**config.mk**
```make
export PLATFORM = sky130hd
export DESIGN_NAME = periph_top
export DESIGN_NICKNAME = d
export VERILOG_FILES = /design/src/common/periph_pkg.sv /design/src/hdl/baud_timer.sv /design/src/uart/uart_rx.sv /design/src/uart/uart_tx.sv /design/src/hdl/cmd_fsm.sv /design/src/hdl/gpio_regs.sv /design/src/hdl/periph_top.sv
export SDC_FILE = /design/constraint.sdc
export NUM_CORES = 1
export LEC_CHECK = 0
export ABC_AREA = 0
export ABC_CLOCK_PERIOD_IN_PS = 2500
export BUFFER_PORTS_ARGS = -buffer_cell sky130_fd_sc_hd__buf_2
export CORE_MARGIN = 5
export CORE_UTILIZATION = 35
export DETAILED_ROUTE_END_ITERATION = 8
export SLEW_MARGIN = 10
export SYNTH_ARGS = -nofsm -noshare
export SYNTH_HDL_FRONTEND = slang
export SYNTH_SLANG_ARGS = --single-unit
```
**constraint.sdc**
```tcl
create_clock -name clk -period 2.5 [get_ports clk]
set_input_delay 0.125 -clock clk [delete_from_list [all_inputs] [get_ports clk]]
set_output_delay 0.125 -clock clk [all_outputs]
set_load 0.02 [all_outputs]
```
**src/common/periph_pkg.sv**
```systemverilog
`default_nettype none

package periph_pkg;

  // clocks per oversample tick, kept small to speed up simulation
  localparam int CLK_DIV = 4;
  // width of the tick divider
  localparam int DIV_W = $clog2(CLK_DIV);
  // oversample ticks per serial bit
  localparam int OS_RATE = 16;

  // serial payload byte
  typedef logic [7:0] byte_t;
  // led output register
  typedef logic [7:0] led_t;
  // dip switch inputs
  typedef logic [3:0] sw_t;
  // tick position inside one bit
  typedef logic [3:0] os_cnt_t;
  // bit position inside one frame
  typedef logic [3:0] bit_cnt_t;

  // command decoder states
  typedef enum logic [1:0] {
    ST_IDLE,
    ST_WAIT_DATA,
    ST_SEND,
    ST_WAIT_TX
  } cmd_state_t;

  // host command bytes
  localparam byte_t CMD_LED_WR = 8'h4C;
  localparam byte_t CMD_LED_RD = 8'h52;
  localparam byte_t CMD_SW_RD  = 8'h53;

  // reply codes
  localparam byte_t RSP_ACK = 8'h06;
  localparam byte_t RSP_NAK = 8'h15;

endpackage

`default_nettype wire

```
**src/hdl/baud_timer.sv**
```systemverilog
`timescale 1ns/10ps
`default_nettype none

module baud_timer (
  input  logic clk,
  input  logic i_arst_n,
  output logic o_os_tick
);

  import periph_pkg::*;

  // down-counter, one tick per wrap
  logic [DIV_W-1:0] div_cnt;

  always_ff @(posedge clk or negedge i_arst_n) begin
    if (!i_arst_n) begin
      div_cnt   <= DIV_W'(CLK_DIV - 1);
      o_os_tick <= 1'b0;
    end else begin
      if (div_cnt == '0) begin
        // wrapped, reload and fire the tick
        div_cnt   <= DIV_W'(CLK_DIV - 1);
        o_os_tick <= 1'b1;
      end else begin
        div_cnt   <= div_cnt - 1'b1;
        o_os_tick <= 1'b0;
      end
    end
  end

  // tick is a single-clock pulse
  // both uart directions share it as their time base

endmodule

`default_nettype wire

```
**src/uart/uart_rx.sv**
```systemverilog
`timescale 1ns/10ps
`default_nettype none

module uart_rx (
  input  logic              clk,
  input  logic              i_arst_n,
  input  logic              i_os_tick,
  input  logic              i_rx,
  output periph_pkg::byte_t o_rx_data,
  output logic              o_rx_valid,
  output logic              o_frame_err
);

  import periph_pkg::*;

  // two-flop synchronizer plus previous value for edge detect
  logic     rx_meta;
  logic     rx_sync;
  logic     rx_prev;
  // frame in progress
  logic     rx_busy;
  os_cnt_t  os_cnt;
  // 0 is the start bit, 1..8 data, 9 stop
  bit_cnt_t bit_cnt;
  byte_t    rx_shift;
  // strobes for the payload registers
  logic     shift_en;
  logic     load_en;

  always_ff @(posedge clk or negedge i_arst_n) begin
    if (!i_arst_n) begin
      rx_meta <= 1'b1;
      rx_sync <= 1'b1;
      rx_prev <= 1'b1;
    end else begin
      rx_meta <= i_rx;
      rx_sync <= rx_meta;
      rx_prev <= rx_sync;
    end
  end

  // data bit sample point, mid bit
  assign shift_en = rx_busy && i_os_tick && (os_cnt == os_cnt_t'(OS_RATE - 1)) &&
                    (bit_cnt != '0) && (bit_cnt != bit_cnt_t'(9));
  // stop bit sample point with a good stop bit
  assign load_en  = rx_busy && i_os_tick && (os_cnt == os_cnt_t'(OS_RATE - 1)) &&
                    (bit_cnt == bit_cnt_t'(9)) && rx_sync;

  always_ff @(posedge clk or negedge i_arst_n) begin
    if (!i_arst_n) begin
      rx_busy     <= 1'b0;
      os_cnt      <= '0;
      bit_cnt     <= '0;
      o_rx_valid  <= 1'b0;
      o_frame_err <= 1'b0;
    end else begin
      o_rx_valid  <= 1'b0;
      o_frame_err <= 1'b0;
      if (!rx_busy) begin
        // falling edge on the line starts a frame
        if (rx_prev && !rx_sync) begin
          rx_busy <= 1'b1;
          os_cnt  <= '0;
          bit_cnt <= '0;
        end
      end else if (i_os_tick) begin
        os_cnt <= os_cnt + 1'b1;
        if (bit_cnt == '0) begin
          // half a bit into the start bit
          if (os_cnt == os_cnt_t'(OS_RATE / 2 - 1)) begin
            os_cnt <= '0;
            if (rx_sync) begin
              // glitch, line went back high
              rx_busy <= 1'b0;
            end else begin
              bit_cnt <= bit_cnt + 1'b1;
            end
          end
        end else if (os_cnt == os_cnt_t'(OS_RATE - 1)) begin
          // counter wraps to 0 by itself here
          if (bit_cnt == bit_cnt_t'(9)) begin
            rx_busy     <= 1'b0;
            o_rx_valid  <= rx_sync;
            o_frame_err <= !rx_sync;
          end else begin
            bit_cnt <= bit_cnt + 1'b1;
          end
        end
      end
    end
  end

  // lsb arrives first, shift in from the top
  always_ff @(posedge clk) begin
    if (shift_en) begin
      rx_shift <= {rx_sync, rx_shift[7:1]};
    end
    if (load_en) begin
      o_rx_data <= rx_shift;
    end
  end

endmodule

`default_nettype wire

```
**src/uart/uart_tx.sv**
```systemverilog
`timescale 1ns/10ps
`default_nettype none

module uart_tx (
  input  logic              clk,
  input  logic              i_arst_n,
  input  logic              i_os_tick,
  input  logic              i_tx_start,
  input  periph_pkg::byte_t i_tx_data,
  output logic              o_tx,
  output logic              o_tx_busy
);

  import periph_pkg::*;

  // free-running tick counter, one wrap per bit
  os_cnt_t  os_cnt;
  logic     bit_edge;
  // bits already driven onto the line
  bit_cnt_t bit_cnt;
  // stop, data, start with start in bit 0
  logic [$bits(byte_t)+1:0] tx_shift;

  assign bit_edge = i_os_tick && (os_cnt == os_cnt_t'(OS_RATE - 1));

  always_ff @(posedge clk or negedge i_arst_n) begin
    if (!i_arst_n) begin
      os_cnt <= '0;
    end else if (i_os_tick) begin
      os_cnt <= os_cnt + 1'b1;
    end
  end

  always_ff @(posedge clk or negedge i_arst_n) begin
    if (!i_arst_n) begin
      o_tx      <= 1'b1;
      o_tx_busy <= 1'b0;
      bit_cnt   <= '0;
    end else begin
      if (i_tx_start) begin
        // frame waits for the next bit boundary
        o_tx_busy <= 1'b1;
        bit_cnt   <= '0;
      end else if (o_tx_busy && bit_edge) begin
        if (bit_cnt == bit_cnt_t'(10)) begin
          // stop bit has run its full bit time
          o_tx_busy <= 1'b0;
          o_tx      <= 1'b1;
        end else begin
          o_tx    <= tx_shift[0];
          bit_cnt <= bit_cnt + 1'b1;
        end
      end
    end
  end

  always_ff @(posedge clk) begin
    if (i_tx_start) begin
      tx_shift <= {1'b1, i_tx_data, 1'b0};
    end else if (o_tx_busy && bit_edge) begin
      // fill with idle level behind the frame
      tx_shift <= {1'b1, tx_shift[$bits(tx_shift)-1:1]};
    end
  end

endmodule

`default_nettype wire

```
**src/hdl/cmd_fsm.sv**
```systemverilog
`timescale 1ns/10ps
`default_nettype none

module cmd_fsm (
  input  logic              clk,
  input  logic              i_arst_n,
  input  periph_pkg::byte_t i_rx_data,
  input  logic              i_rx_valid,
  input  logic              i_frame_err,
  input  periph_pkg::led_t  i_led,
  input  periph_pkg::sw_t   i_sw,
  input  logic              i_tx_busy,
  output logic              o_led_we,
  output periph_pkg::led_t  o_led_wdata,
  output logic              o_tx_start,
  output periph_pkg::byte_t o_tx_data
);

  import periph_pkg::*;

  cmd_state_t state;
  // reply register load strobe and value
  logic       rsp_load;
  byte_t      rsp_next;

  // choose the reply for the byte on the rx bus
  always_comb begin
    rsp_load = 1'b0;
    rsp_next = RSP_NAK;
    if (i_rx_valid) begin
      if (state == ST_IDLE) begin
        rsp_load = (i_rx_data != CMD_LED_WR);
        case (i_rx_data)
          CMD_LED_RD: rsp_next = i_led;
          CMD_SW_RD:  rsp_next = byte_t'(i_sw);
          default:    rsp_next = RSP_NAK;
        endcase
      end else if (state == ST_WAIT_DATA) begin
        // data byte of a led write
        rsp_load = 1'b1;
        rsp_next = RSP_ACK;
      end
    end
  end

  always_ff @(posedge clk or negedge i_arst_n) begin
    if (!i_arst_n) begin
      state      <= ST_IDLE;
      o_led_we   <= 1'b0;
      o_tx_start <= 1'b0;
    end else begin
      // strobes last one clock
      o_led_we   <= 1'b0;
      o_tx_start <= 1'b0;
      case (state)
        ST_IDLE: begin
          if (i_rx_valid) begin
            if (i_rx_data == CMD_LED_WR) begin
              state <= ST_WAIT_DATA;
            end else begin
              state <= ST_SEND;
            end
          end
        end
        ST_WAIT_DATA: begin
          // a bad frame aborts the write
          if (i_frame_err) begin
            state <= ST_IDLE;
          end else if (i_rx_valid) begin
            o_led_we <= 1'b1;
            state    <= ST_SEND;
          end
        end
        ST_SEND: begin
          if (!i_tx_busy) begin
            o_tx_start <= 1'b1;
            state      <= ST_WAIT_TX;
          end
        end
        ST_WAIT_TX: begin
          // busy rises one clock after start, skip that clock
          if (!o_tx_start && !i_tx_busy) begin
            state <= ST_IDLE;
          end
        end
        default: begin
          state <= ST_IDLE;
        end
      endcase
    end
  end

  always_ff @(posedge clk) begin
    if (rsp_load) begin
      o_tx_data <= rsp_next;
    end
    if (state == ST_WAIT_DATA && i_rx_valid) begin
      o_led_wdata <= i_rx_data;
    end
  end

endmodule

`default_nettype wire

```
**src/hdl/gpio_regs.sv**
```systemverilog
`timescale 1ns/10ps
`default_nettype none

module gpio_regs (
  input  logic             clk,
  input  logic             i_arst_n,
  input  logic             i_led_we,
  input  periph_pkg::led_t i_led_wdata,
  input  periph_pkg::sw_t  i_sw,
  output periph_pkg::led_t o_led,
  output periph_pkg::sw_t  o_sw_sync
);

  import periph_pkg::*;

  // first synchronizer stage, may go metastable
  sw_t sw_meta;

  // led register, written by the decoder
  always_ff @(posedge clk or negedge i_arst_n) begin
    if (!i_arst_n) begin
      o_led <= '0;
    end else if (i_led_we) begin
      o_led <= i_led_wdata;
    end
  end

  // switches are asynchronous to clk
  always_ff @(posedge clk or negedge i_arst_n) begin
    if (!i_arst_n) begin
      sw_meta   <= '0;
      o_sw_sync <= '0;
    end else begin
      sw_meta   <= i_sw;
      o_sw_sync <= sw_meta;
    end
  end

endmodule

`default_nettype wire

```
**src/hdl/periph_top.sv**
```systemverilog
`timescale 1ns/10ps
`default_nettype none

module periph_top (
  input  logic             clk,
  input  logic             i_arst_n,
  input  logic             i_uart_rx,
  output logic             o_uart_tx,
  input  periph_pkg::sw_t  i_sw,
  output periph_pkg::led_t o_led
);

  import periph_pkg::*;

  // shared oversample tick
  logic  os_tick;
  // receiver to decoder
  byte_t rx_data;
  logic  rx_valid;
  logic  frame_err;
  // decoder to led register
  logic  led_we;
  led_t  led_wdata;
  sw_t   sw_sync;
  // decoder to transmitter
  logic  tx_start;
  byte_t tx_data;
  logic  tx_busy;

  baud_timer u_baud_timer (
    .clk       (clk),
    .i_arst_n  (i_arst_n),
    .o_os_tick (os_tick)
  );

  uart_rx u_uart_rx (
    .clk         (clk),
    .i_arst_n    (i_arst_n),
    .i_os_tick   (os_tick),
    .i_rx        (i_uart_rx),
    .o_rx_data   (rx_data),
    .o_rx_valid  (rx_valid),
    .o_frame_err (frame_err)
  );

  // led value goes both to the pins and back for read commands
  cmd_fsm u_cmd_fsm (
    .clk         (clk),
    .i_arst_n    (i_arst_n),
    .i_rx_data   (rx_data),
    .i_rx_valid  (rx_valid),
    .i_frame_err (frame_err),
    .i_led       (o_led),
    .i_sw        (sw_sync),
    .i_tx_busy   (tx_busy),
    .o_led_we    (led_we),
    .o_led_wdata (led_wdata),
    .o_tx_start  (tx_start),
    .o_tx_data   (tx_data)
  );

  gpio_regs u_gpio_regs (
    .clk         (clk),
    .i_arst_n    (i_arst_n),
    .i_led_we    (led_we),
    .i_led_wdata (led_wdata),
    .i_sw        (i_sw),
    .o_led       (o_led),
    .o_sw_sync   (sw_sync)
  );

  uart_tx u_uart_tx (
    .clk        (clk),
    .i_arst_n   (i_arst_n),
    .i_os_tick  (os_tick),
    .i_tx_start (tx_start),
    .i_tx_data  (tx_data),
    .o_tx       (o_uart_tx),
    .o_tx_busy  (tx_busy)
  );

endmodule

`default_nettype wire

```
==> flow_metrics.env, run 1 <==
export IMPL_grtUsageTotal_pct=9.66
export IMPL_place_ws_ps=603
export IMPL_clock_path_buffers=2
export IMPL_core_area_mm2=0.00986
export IMPL_yosysWarnings=0
export IMPL_cp_max_fo=4
export IMPL_grt_overflow_total=0
export IMPL_finalHoldViolCount=0
export IMPL_first_global_vias=1922
export IMPL_status="complete, no violations"
export IMPL_final_max_slew_viol_count=0
export IMPL_finalCriticalPeriod_ps=1890
export IMPL_n_fill_cell=899
export IMPL_required_ps=2610
export IMPL_power_internal_mw=2.28
export IMPL_ys_types=47
export IMPL_dr_pass1_iters=4
export IMPL_cts_root_buf="clkbuf_8"
export IMPL_grt_first_pass_wirelength_um=9570
export IMPL_p_switching_mw=0.712
export IMPL_final_cells=434
export IMPL_postCtsSetupRepairBufs=0
export IMPL_cts_tree="yes"
export IMPL_ys_seq_elements=88
export IMPL_peakVddDrop_mv=0.368
export IMPL_avgSynthCellArea_um2=13.2
export IMPL_area_delta_synth_final_pct=13.6
export IMPL_register_area_mm2=0.00240
export IMPL_totalWireLength_um=5560
export IMPL_ant_nets=0
export IMPL_ys_seq_area_share_pct=67.4
export IMPL_design_power_total_mw=2.99
export IMPL_gp_congestion=0.722
export IMPL_dieWidth_um=111
export IMPL_port_buffers=15
export IMPL_tightest_slew_ps=647
export IMPL_die_h_um=111
export IMPL_drc=0
export IMPL_place_inst=412
export IMPL_setup_slack_ps=610
export IMPL_syn_cell_area_mm2=0.00357
export IMPL_comb_power_share_pct=10.7
export IMPL_rsz0062_at_grt="no"
export IMPL_synth_cells=270
export IMPL_vias=1972
export IMPL_clock_fmax_mhz=529
export IMPL_place_detailed_hpwl_um=3870
export IMPL_end_kind="register"
export IMPL_cap_violations=0
export IMPL_clkTransAtPathRegs_ps=90
export IMPL_finalSetupViolCount=0
export IMPL_p_sw_share_pct=23.8
export IMPL_numCtsBuffers=9
export IMPL_boundaryPins=16
export IMPL_clock_sinks=88
export IMPL_arrival_ps=2000
export IMPL_fin_nets=311
export IMPL_synth_area_leaders="edfxtp_1 (34%), dfrtp_1 (29%), dfstp_2 (4.4%)"
export IMPL_grt_start_max_net_pins=27
export IMPL_p_leak_nw=1.66
export IMPL_fin_skew_ps=10.0
export IMPL_dr_first_iter_drc_count=89
export IMPL_drive_above_1_share_pct=20.6
export IMPL_yosysTopAreaCell="edfxtp_1"
export IMPL_hp_class="in2async"
export IMPL_multi_input_area_mm2=0.00106
export IMPL_synth_flop_cell="dfrtp_1"
export IMPL_initial_core_util_pct=36.2
export IMPL_synth_fp_nets=285
export IMPL_antenna_cells=0
export IMPL_yosys_cell_count_top_type="dfrtp_1"
export IMPL_rows=36
export IMPL_slew_headroom_pct=56.7
export IMPL_clkPwrFrac_pct=35.1
export IMPL_crit_type="reg2reg"
export IMPL_p_seq_share_pct=54.2
export IMPL_synth_top_cells_by_count="dfrtp_1 (41), edfxtp_1 (40), nand2_1 (35)"
export IMPL_via_per_inst=4.54
export IMPL_synth_top_area_share_pct=33.7
export IMPL_ctsHtreeMaxLevel=3
export IMPL_critPathLaunchType="register"
export IMPL_tns_ps=0
export IMPL_fin_crit_sh_pct=75.6
export IMPL_routedWlPerCell_um=12.8
export IMPL_powerDensity_mw_per_mm2=739
export IMPL_synth_edf_count=40
export IMPL_antenna_found_initial=0
export IMPL_insertion_delay_ps=340
export IMPL_async_flop_share_pct=53.4
export IMPL_dieArea_mm2=0.0123
## repair_timing
action,4_1_cts,5_1_grt
endpoints found under the hold margin,24,0
hold buffers,6,0
resized for setup,0,0
## worst max-delay path: stages, from the launching register on
cell and delay, ps:
edfxtp_1 400, nor3b_1 300, nand4_1 220, or3b_1 460
a211o_1 270
## layer usage
layer	vias to the layer above	GRT usage, %	wire length, µm
met1	946	12.9	2710
met5	-	0	0
met4	0	2.71	55
met3	6	3.60	188
met2	20	14.8	2600
li1	1000	-	-
## layout by cell type, fill, tap and decap left out, drive strengths merged, types with 3 or more instances in the layout
cell | netlist | final
ha | 8 | 8
nand3 | 4 | 4
buf | 4 | 18
xnor2 | 4 | 4
a21oi | 9 | 9
dfstp | 6 | 6
nor2b | 3 | 3
nand2 | 35 | 35
nand4 | 6 | 6
edfxtp | 40 | 40
nand2b | 5 | 5
inv | 11 | 11
o21ai | 17 | 17
mux2i | 3 | 3
nor2 | 16 | 16
and2 | 12 | 12
dlygate4sd3 | 0 | 6
dfrtp | 41 | 41
clkbuf | 5 | 9
clkinv | 0 | 3
mux2 | 10 | 10
## logic make-up after synthesis
group                      share of synthesized area [%]
AOI/OAI and AO/OA                                   6.73
xor gates and xnor gates                            1.47
adders and majority gates                           2.81
buffers and inverters                               2.77
DFF                                                 67.4
muxes                                               4.10
and+or+nand+nor                                     14.7
## power by group through the flow
stage          combinational, mW  sequential (mW)  clock, mW
6_report                   0.319             1.62       1.05
4_1_cts                    0.325             1.62       1.09
3_3_place_gp               0.308             1.65          0
3_5_place_dp               0.315             1.65          0
2_1_floorplan              0.255             1.64          0
5_1_grt                    0.370             1.63       1.15
## layout make-up
cell class | count | area share (%)
Sequential cell | 88 | 59.3
Tap cell | 133 | 4.10
Timing Repair Buffer | 24 | 3.89
Clock inverter | 7 | 2.38
Multi-Input combinational cell | 162 | 26.2
Clock buffer | 9 | 3.06
Inverter | 11 | 1.02
## state kept, by name, summed over array words and instances, names as in the netlist, 2 cells and up
signal / count
u_uart_tx.tx_shift: 9
u_cmd_fsm.o_led_wdata: 8
u_cmd_fsm.o_tx_data: 8
u_gpio_regs.o_led: 8
u_uart_rx.o_rx_data: 8
u_uart_rx.rx_shift: 8
u_gpio_regs.o_sw_sync: 4
u_gpio_regs.sw_meta: 4
u_uart_rx.bit_cnt: 4
u_uart_rx.os_cnt: 4
u_uart_tx.bit_cnt: 4
u_uart_tx.os_cnt: 4
u_baud_timer.div_cnt: 2
u_cmd_fsm.state: 2
## final timing paths
check                                            startpoint                                    to  slack, ps  cells past startpoint
max in group asynchronous                          i_arst_n            u_uart_tx.o_tx$_DFFE_PN1P_       1510                      3
hold reg to reg            u_gpio_regs.sw_meta[1]$_DFF_PN0_    u_gpio_regs.o_sw_sync[1]$_DFF_PN0_        350                      0
min in group clk           u_gpio_regs.sw_meta[1]$_DFF_PN0_    u_gpio_regs.o_sw_sync[1]$_DFF_PN0_        350                      0
setup reg to reg           u_uart_rx.o_rx_data[5]$_DFFE_PP_  u_cmd_fsm.o_tx_data[2]$_SDFFCE_PN1P_        610                      4
setup / recovery           u_uart_rx.o_rx_data[5]$_DFFE_PP_  u_cmd_fsm.o_tx_data[2]$_SDFFCE_PN1P_        610                      4
hold / removal                                     i_arst_n      u_uart_rx.bit_cnt[1]$_DFFE_PN0P_        310                      2
## stage by stage
| step | hold slack, ps | util, % | area (µm²) |
|---|---|---|---|
| 5_1_grt | 353 | 41.1 | 4050 |
| 4_1_cts | 321 | 41.1 | 4050 |
| 2_1_floorplan | -171 | - | 3570 |
| 3_5_place_dp | 182 | 38.3 | 3770 |
| 6_report | 312 | 41.1 | 4050 |
| 3_3_place_gp | 178 | 38.3 | 3770 |
Note: power is estimated with default switching activity, not from simulation.
==> run 2: changes to the inputs <==
Settings changed: ABC_CLOCK_PERIOD_IN_PS 2500 to 1800.
Clock period 2.5 ns to 1.8 ns, I/O delays scaled along.
==> flow_metrics.env, run 2 (synthesis results as in run 1) <==
export IMPL_critPathLaunchType="register"
export IMPL_cts_tree="yes"
export IMPL_peakVddDrop_mv=0.515
export IMPL_insertion_delay_ps=350
export IMPL_ctsHtreeMaxLevel=3
export IMPL_p_leak_nw=1.76
export IMPL_grtUsageTotal_pct=10.2
export IMPL_area_delta_synth_final_pct=18.4
export IMPL_numCtsBuffers=9
export IMPL_tightest_slew_ps=603
export IMPL_place_ws_ps=-16.4
export IMPL_fin_crit_sh_pct=95.3
export IMPL_antenna_cells=0
export IMPL_whs_path_depth=0
export IMPL_finalCriticalPeriod_ps=1710
export IMPL_r2r_cells=4
export IMPL_status="complete, no violations"
export IMPL_mostFrequentLayoutCells="dfrtp_1 (41), edfxtp_1 (40), nand2_1 (35)"
export IMPL_drive_above_1_share_pct=26.7
export IMPL_final_util_pct=42.8
export IMPL_max_stage_delay_ps=410
export IMPL_final_max_slew_viol_count=0
export IMPL_initial_core_util_pct=36.2
export IMPL_antenna_found_initial=0
export IMPL_rr_startpoint="u_uart_rx.o_rx_data[7]$_DFFE_PP_"
export IMPL_routedWlPerCell_um=12.9
export IMPL_rrSetupSlack_ps=90
export IMPL_hp_start="u_gpio_regs.sw_meta[2]$_DFF_PN0_"
export IMPL_end_kind="register"
export IMPL_finalHoldViolCount=0
export IMPL_port_buffers=15
export IMPL_clock_fmax_mhz=583
export IMPL_largest_reg_flops=9
export IMPL_grt_overflow_total=0
export IMPL_power_internal_mw=3.24
export IMPL_p_switching_mw=1.01
export IMPL_worstPathCellList="nor3b_2, nand4_1, or3b_4, a211o_1"
export IMPL_grt_first_pass_wirelength_um=10100
export IMPL_crit_family="simple AND/OR/NAND/NOR gates"
export IMPL_die_h_um=111
export IMPL_clock_path_buffers=2
export IMPL_first_global_vias=2121
export IMPL_crit_path_top_delay_cell="edfxtp_1"
export IMPL_cp_num_buf_inv=0
export IMPL_fin_skew_ps=12.6
export IMPL_p_seq_share_pct=52.9
export IMPL_rr_endpoint="u_cmd_fsm.o_tx_data[2]$_SDFFCE_PN1P_"
export IMPL_hold_ws_ps=347
export IMPL_grt_start_max_net_pins=48
export IMPL_required_ps=1890
export IMPL_holdPathEnd="u_gpio_regs.o_sw_sync[2]$_DFF_PN0_"
export IMPL_crit_type="reg2reg"
export IMPL_cp_max_fo=3
export IMPL_final_common_cell="dfrtp_1"
export IMPL_final_cells=451
export IMPL_place_inst=426
export IMPL_cap_violations=0
export IMPL_finalSetupViolCount=0
export IMPL_boundaryPins=16
export IMPL_setup_slack_ps=85.0
export IMPL_clkTransAtPathRegs_ps=80
export IMPL_gp_congestion=0.735
export IMPL_p_sw_share_pct=23.7
export IMPL_dr_first_iter_drc_count=90
export IMPL_via_per_inst=4.52
export IMPL_place_detailed_hpwl_um=4010
export IMPL_hp_class="reg2reg"
export IMPL_fin_nets=328
export IMPL_comb_power_share_pct=13.1
export IMPL_rows=36
export IMPL_slew_headroom_pct=59.8
export IMPL_clock_sinks=88
export IMPL_core_area_mm2=0.00986
export IMPL_ant_nets=0
export IMPL_arrival_ps=1810
export IMPL_dieWidth_um=111
export IMPL_top_register="u_uart_tx.tx_shift"
export IMPL_dr_pass1_iters=4
export IMPL_vias=2040
export IMPL_powerDensity_mw_per_mm2=1010
export IMPL_design_power_total_mw=4.25
export IMPL_dieArea_mm2=0.0123
export IMPL_clkPwrFrac_pct=34.0
export IMPL_totalWireLength_um=5840
export IMPL_cts_root_buf="clkbuf_8"
export IMPL_drc=0
==> run 2: cell count changes in the layout (fill, tap and decap cells not counted), sizes merged <==
cell / change
buf: +17
clkinv: -1
clkbuf: +1
==> run 2: worst max-delay path by stage <==
| stage | start | endpoint | slack [ps] | cells past startpoint |
|---|---|---|---|---|
| global route | u_uart_rx.bit_cnt[0]$_DFFE_PN0P_ | u_uart_rx.bit_cnt[2]$_DFFE_PN0P_ | -20 | 7 |
| floorplan | u_uart_rx.o_rx_data[5]$_DFFE_PP_ | u_cmd_fsm.o_tx_data[2]$_SDFFCE_PN1P_ | 90 | 4 |
| finish | u_uart_rx.o_rx_data[7]$_DFFE_PP_ | u_cmd_fsm.o_tx_data[2]$_SDFFCE_PN1P_ | 90 | 4 |
| detailed placement | u_uart_rx.o_rx_data[5]$_DFFE_PP_ | u_cmd_fsm.o_tx_data[2]$_SDFFCE_PN1P_ | -20 | 4 |
| CTS | u_uart_rx.bit_cnt[1]$_DFFE_PN0P_ | u_uart_rx.bit_cnt[0]$_DFFE_PN0P_ | 30 | 7 |
| global placement | u_uart_rx.o_rx_data[5]$_DFFE_PP_ | u_cmd_fsm.o_tx_data[2]$_SDFFCE_PN1P_ | 70 | 4 |
==> run 2: cell type report <==
class | count | area (µm²)
tap | 133 | 166
sequential | 88 | 2400
multi-input combinational | 162 | 1100
fill | 900 | 5640
timing repair buffer | 41 | 298
clock inverter | 6 | 83.8
clock buffer | 10 | 128
inverter | 11 | 41.3
==> run 2: stage by stage <==
step	setup TNS, ps	cell area, µm²
3_5_place_dp	-18.2	3890
6_report	0	4220
3_3_place_gp	0	3890
4_1_cts	0	4180
5_1_grt	-25.0	4220
2_1_floorplan	0	3570
==> run 2: routing by layer <==
layer	share of wire, %	track usage [%]	vias up
met5	0	0	-
met4	1.3	2.96	0
met3	3.7	3.66	10
met2	46	16.0	24
met1	49	13.3	979
li1	-	-	1027
==> run 2: power groups by stage <==
stage	registers [mW]	clock network [mW]	logic, mW
floorplan	2.28	0	0.354
global placement	2.28	0	0.465
detailed placement	2.28	0	0.483
CTS	2.25	1.49	0.519
global route	2.26	1.56	0.619
finish	2.25	1.44	0.556
==> run 2: worst reg2reg max path, delay by kind of cell, from the launching register on <==
kind | cells | cell delay, ps
AOI/OAI and AO/OA | 1 | 280
DFF | 1 | 410
and+or+nand+nor | 3 | 780
==> run 2: what timing repair did <==
action | CTS | global route
hold endpoints to repair | 46 | 0
pin swaps | 1 | 4
setup buffers | 1 | 2
resized for setup | 2 | 8
setup endpoints to repair | 2 | 13
hold buffers | 6 | 0
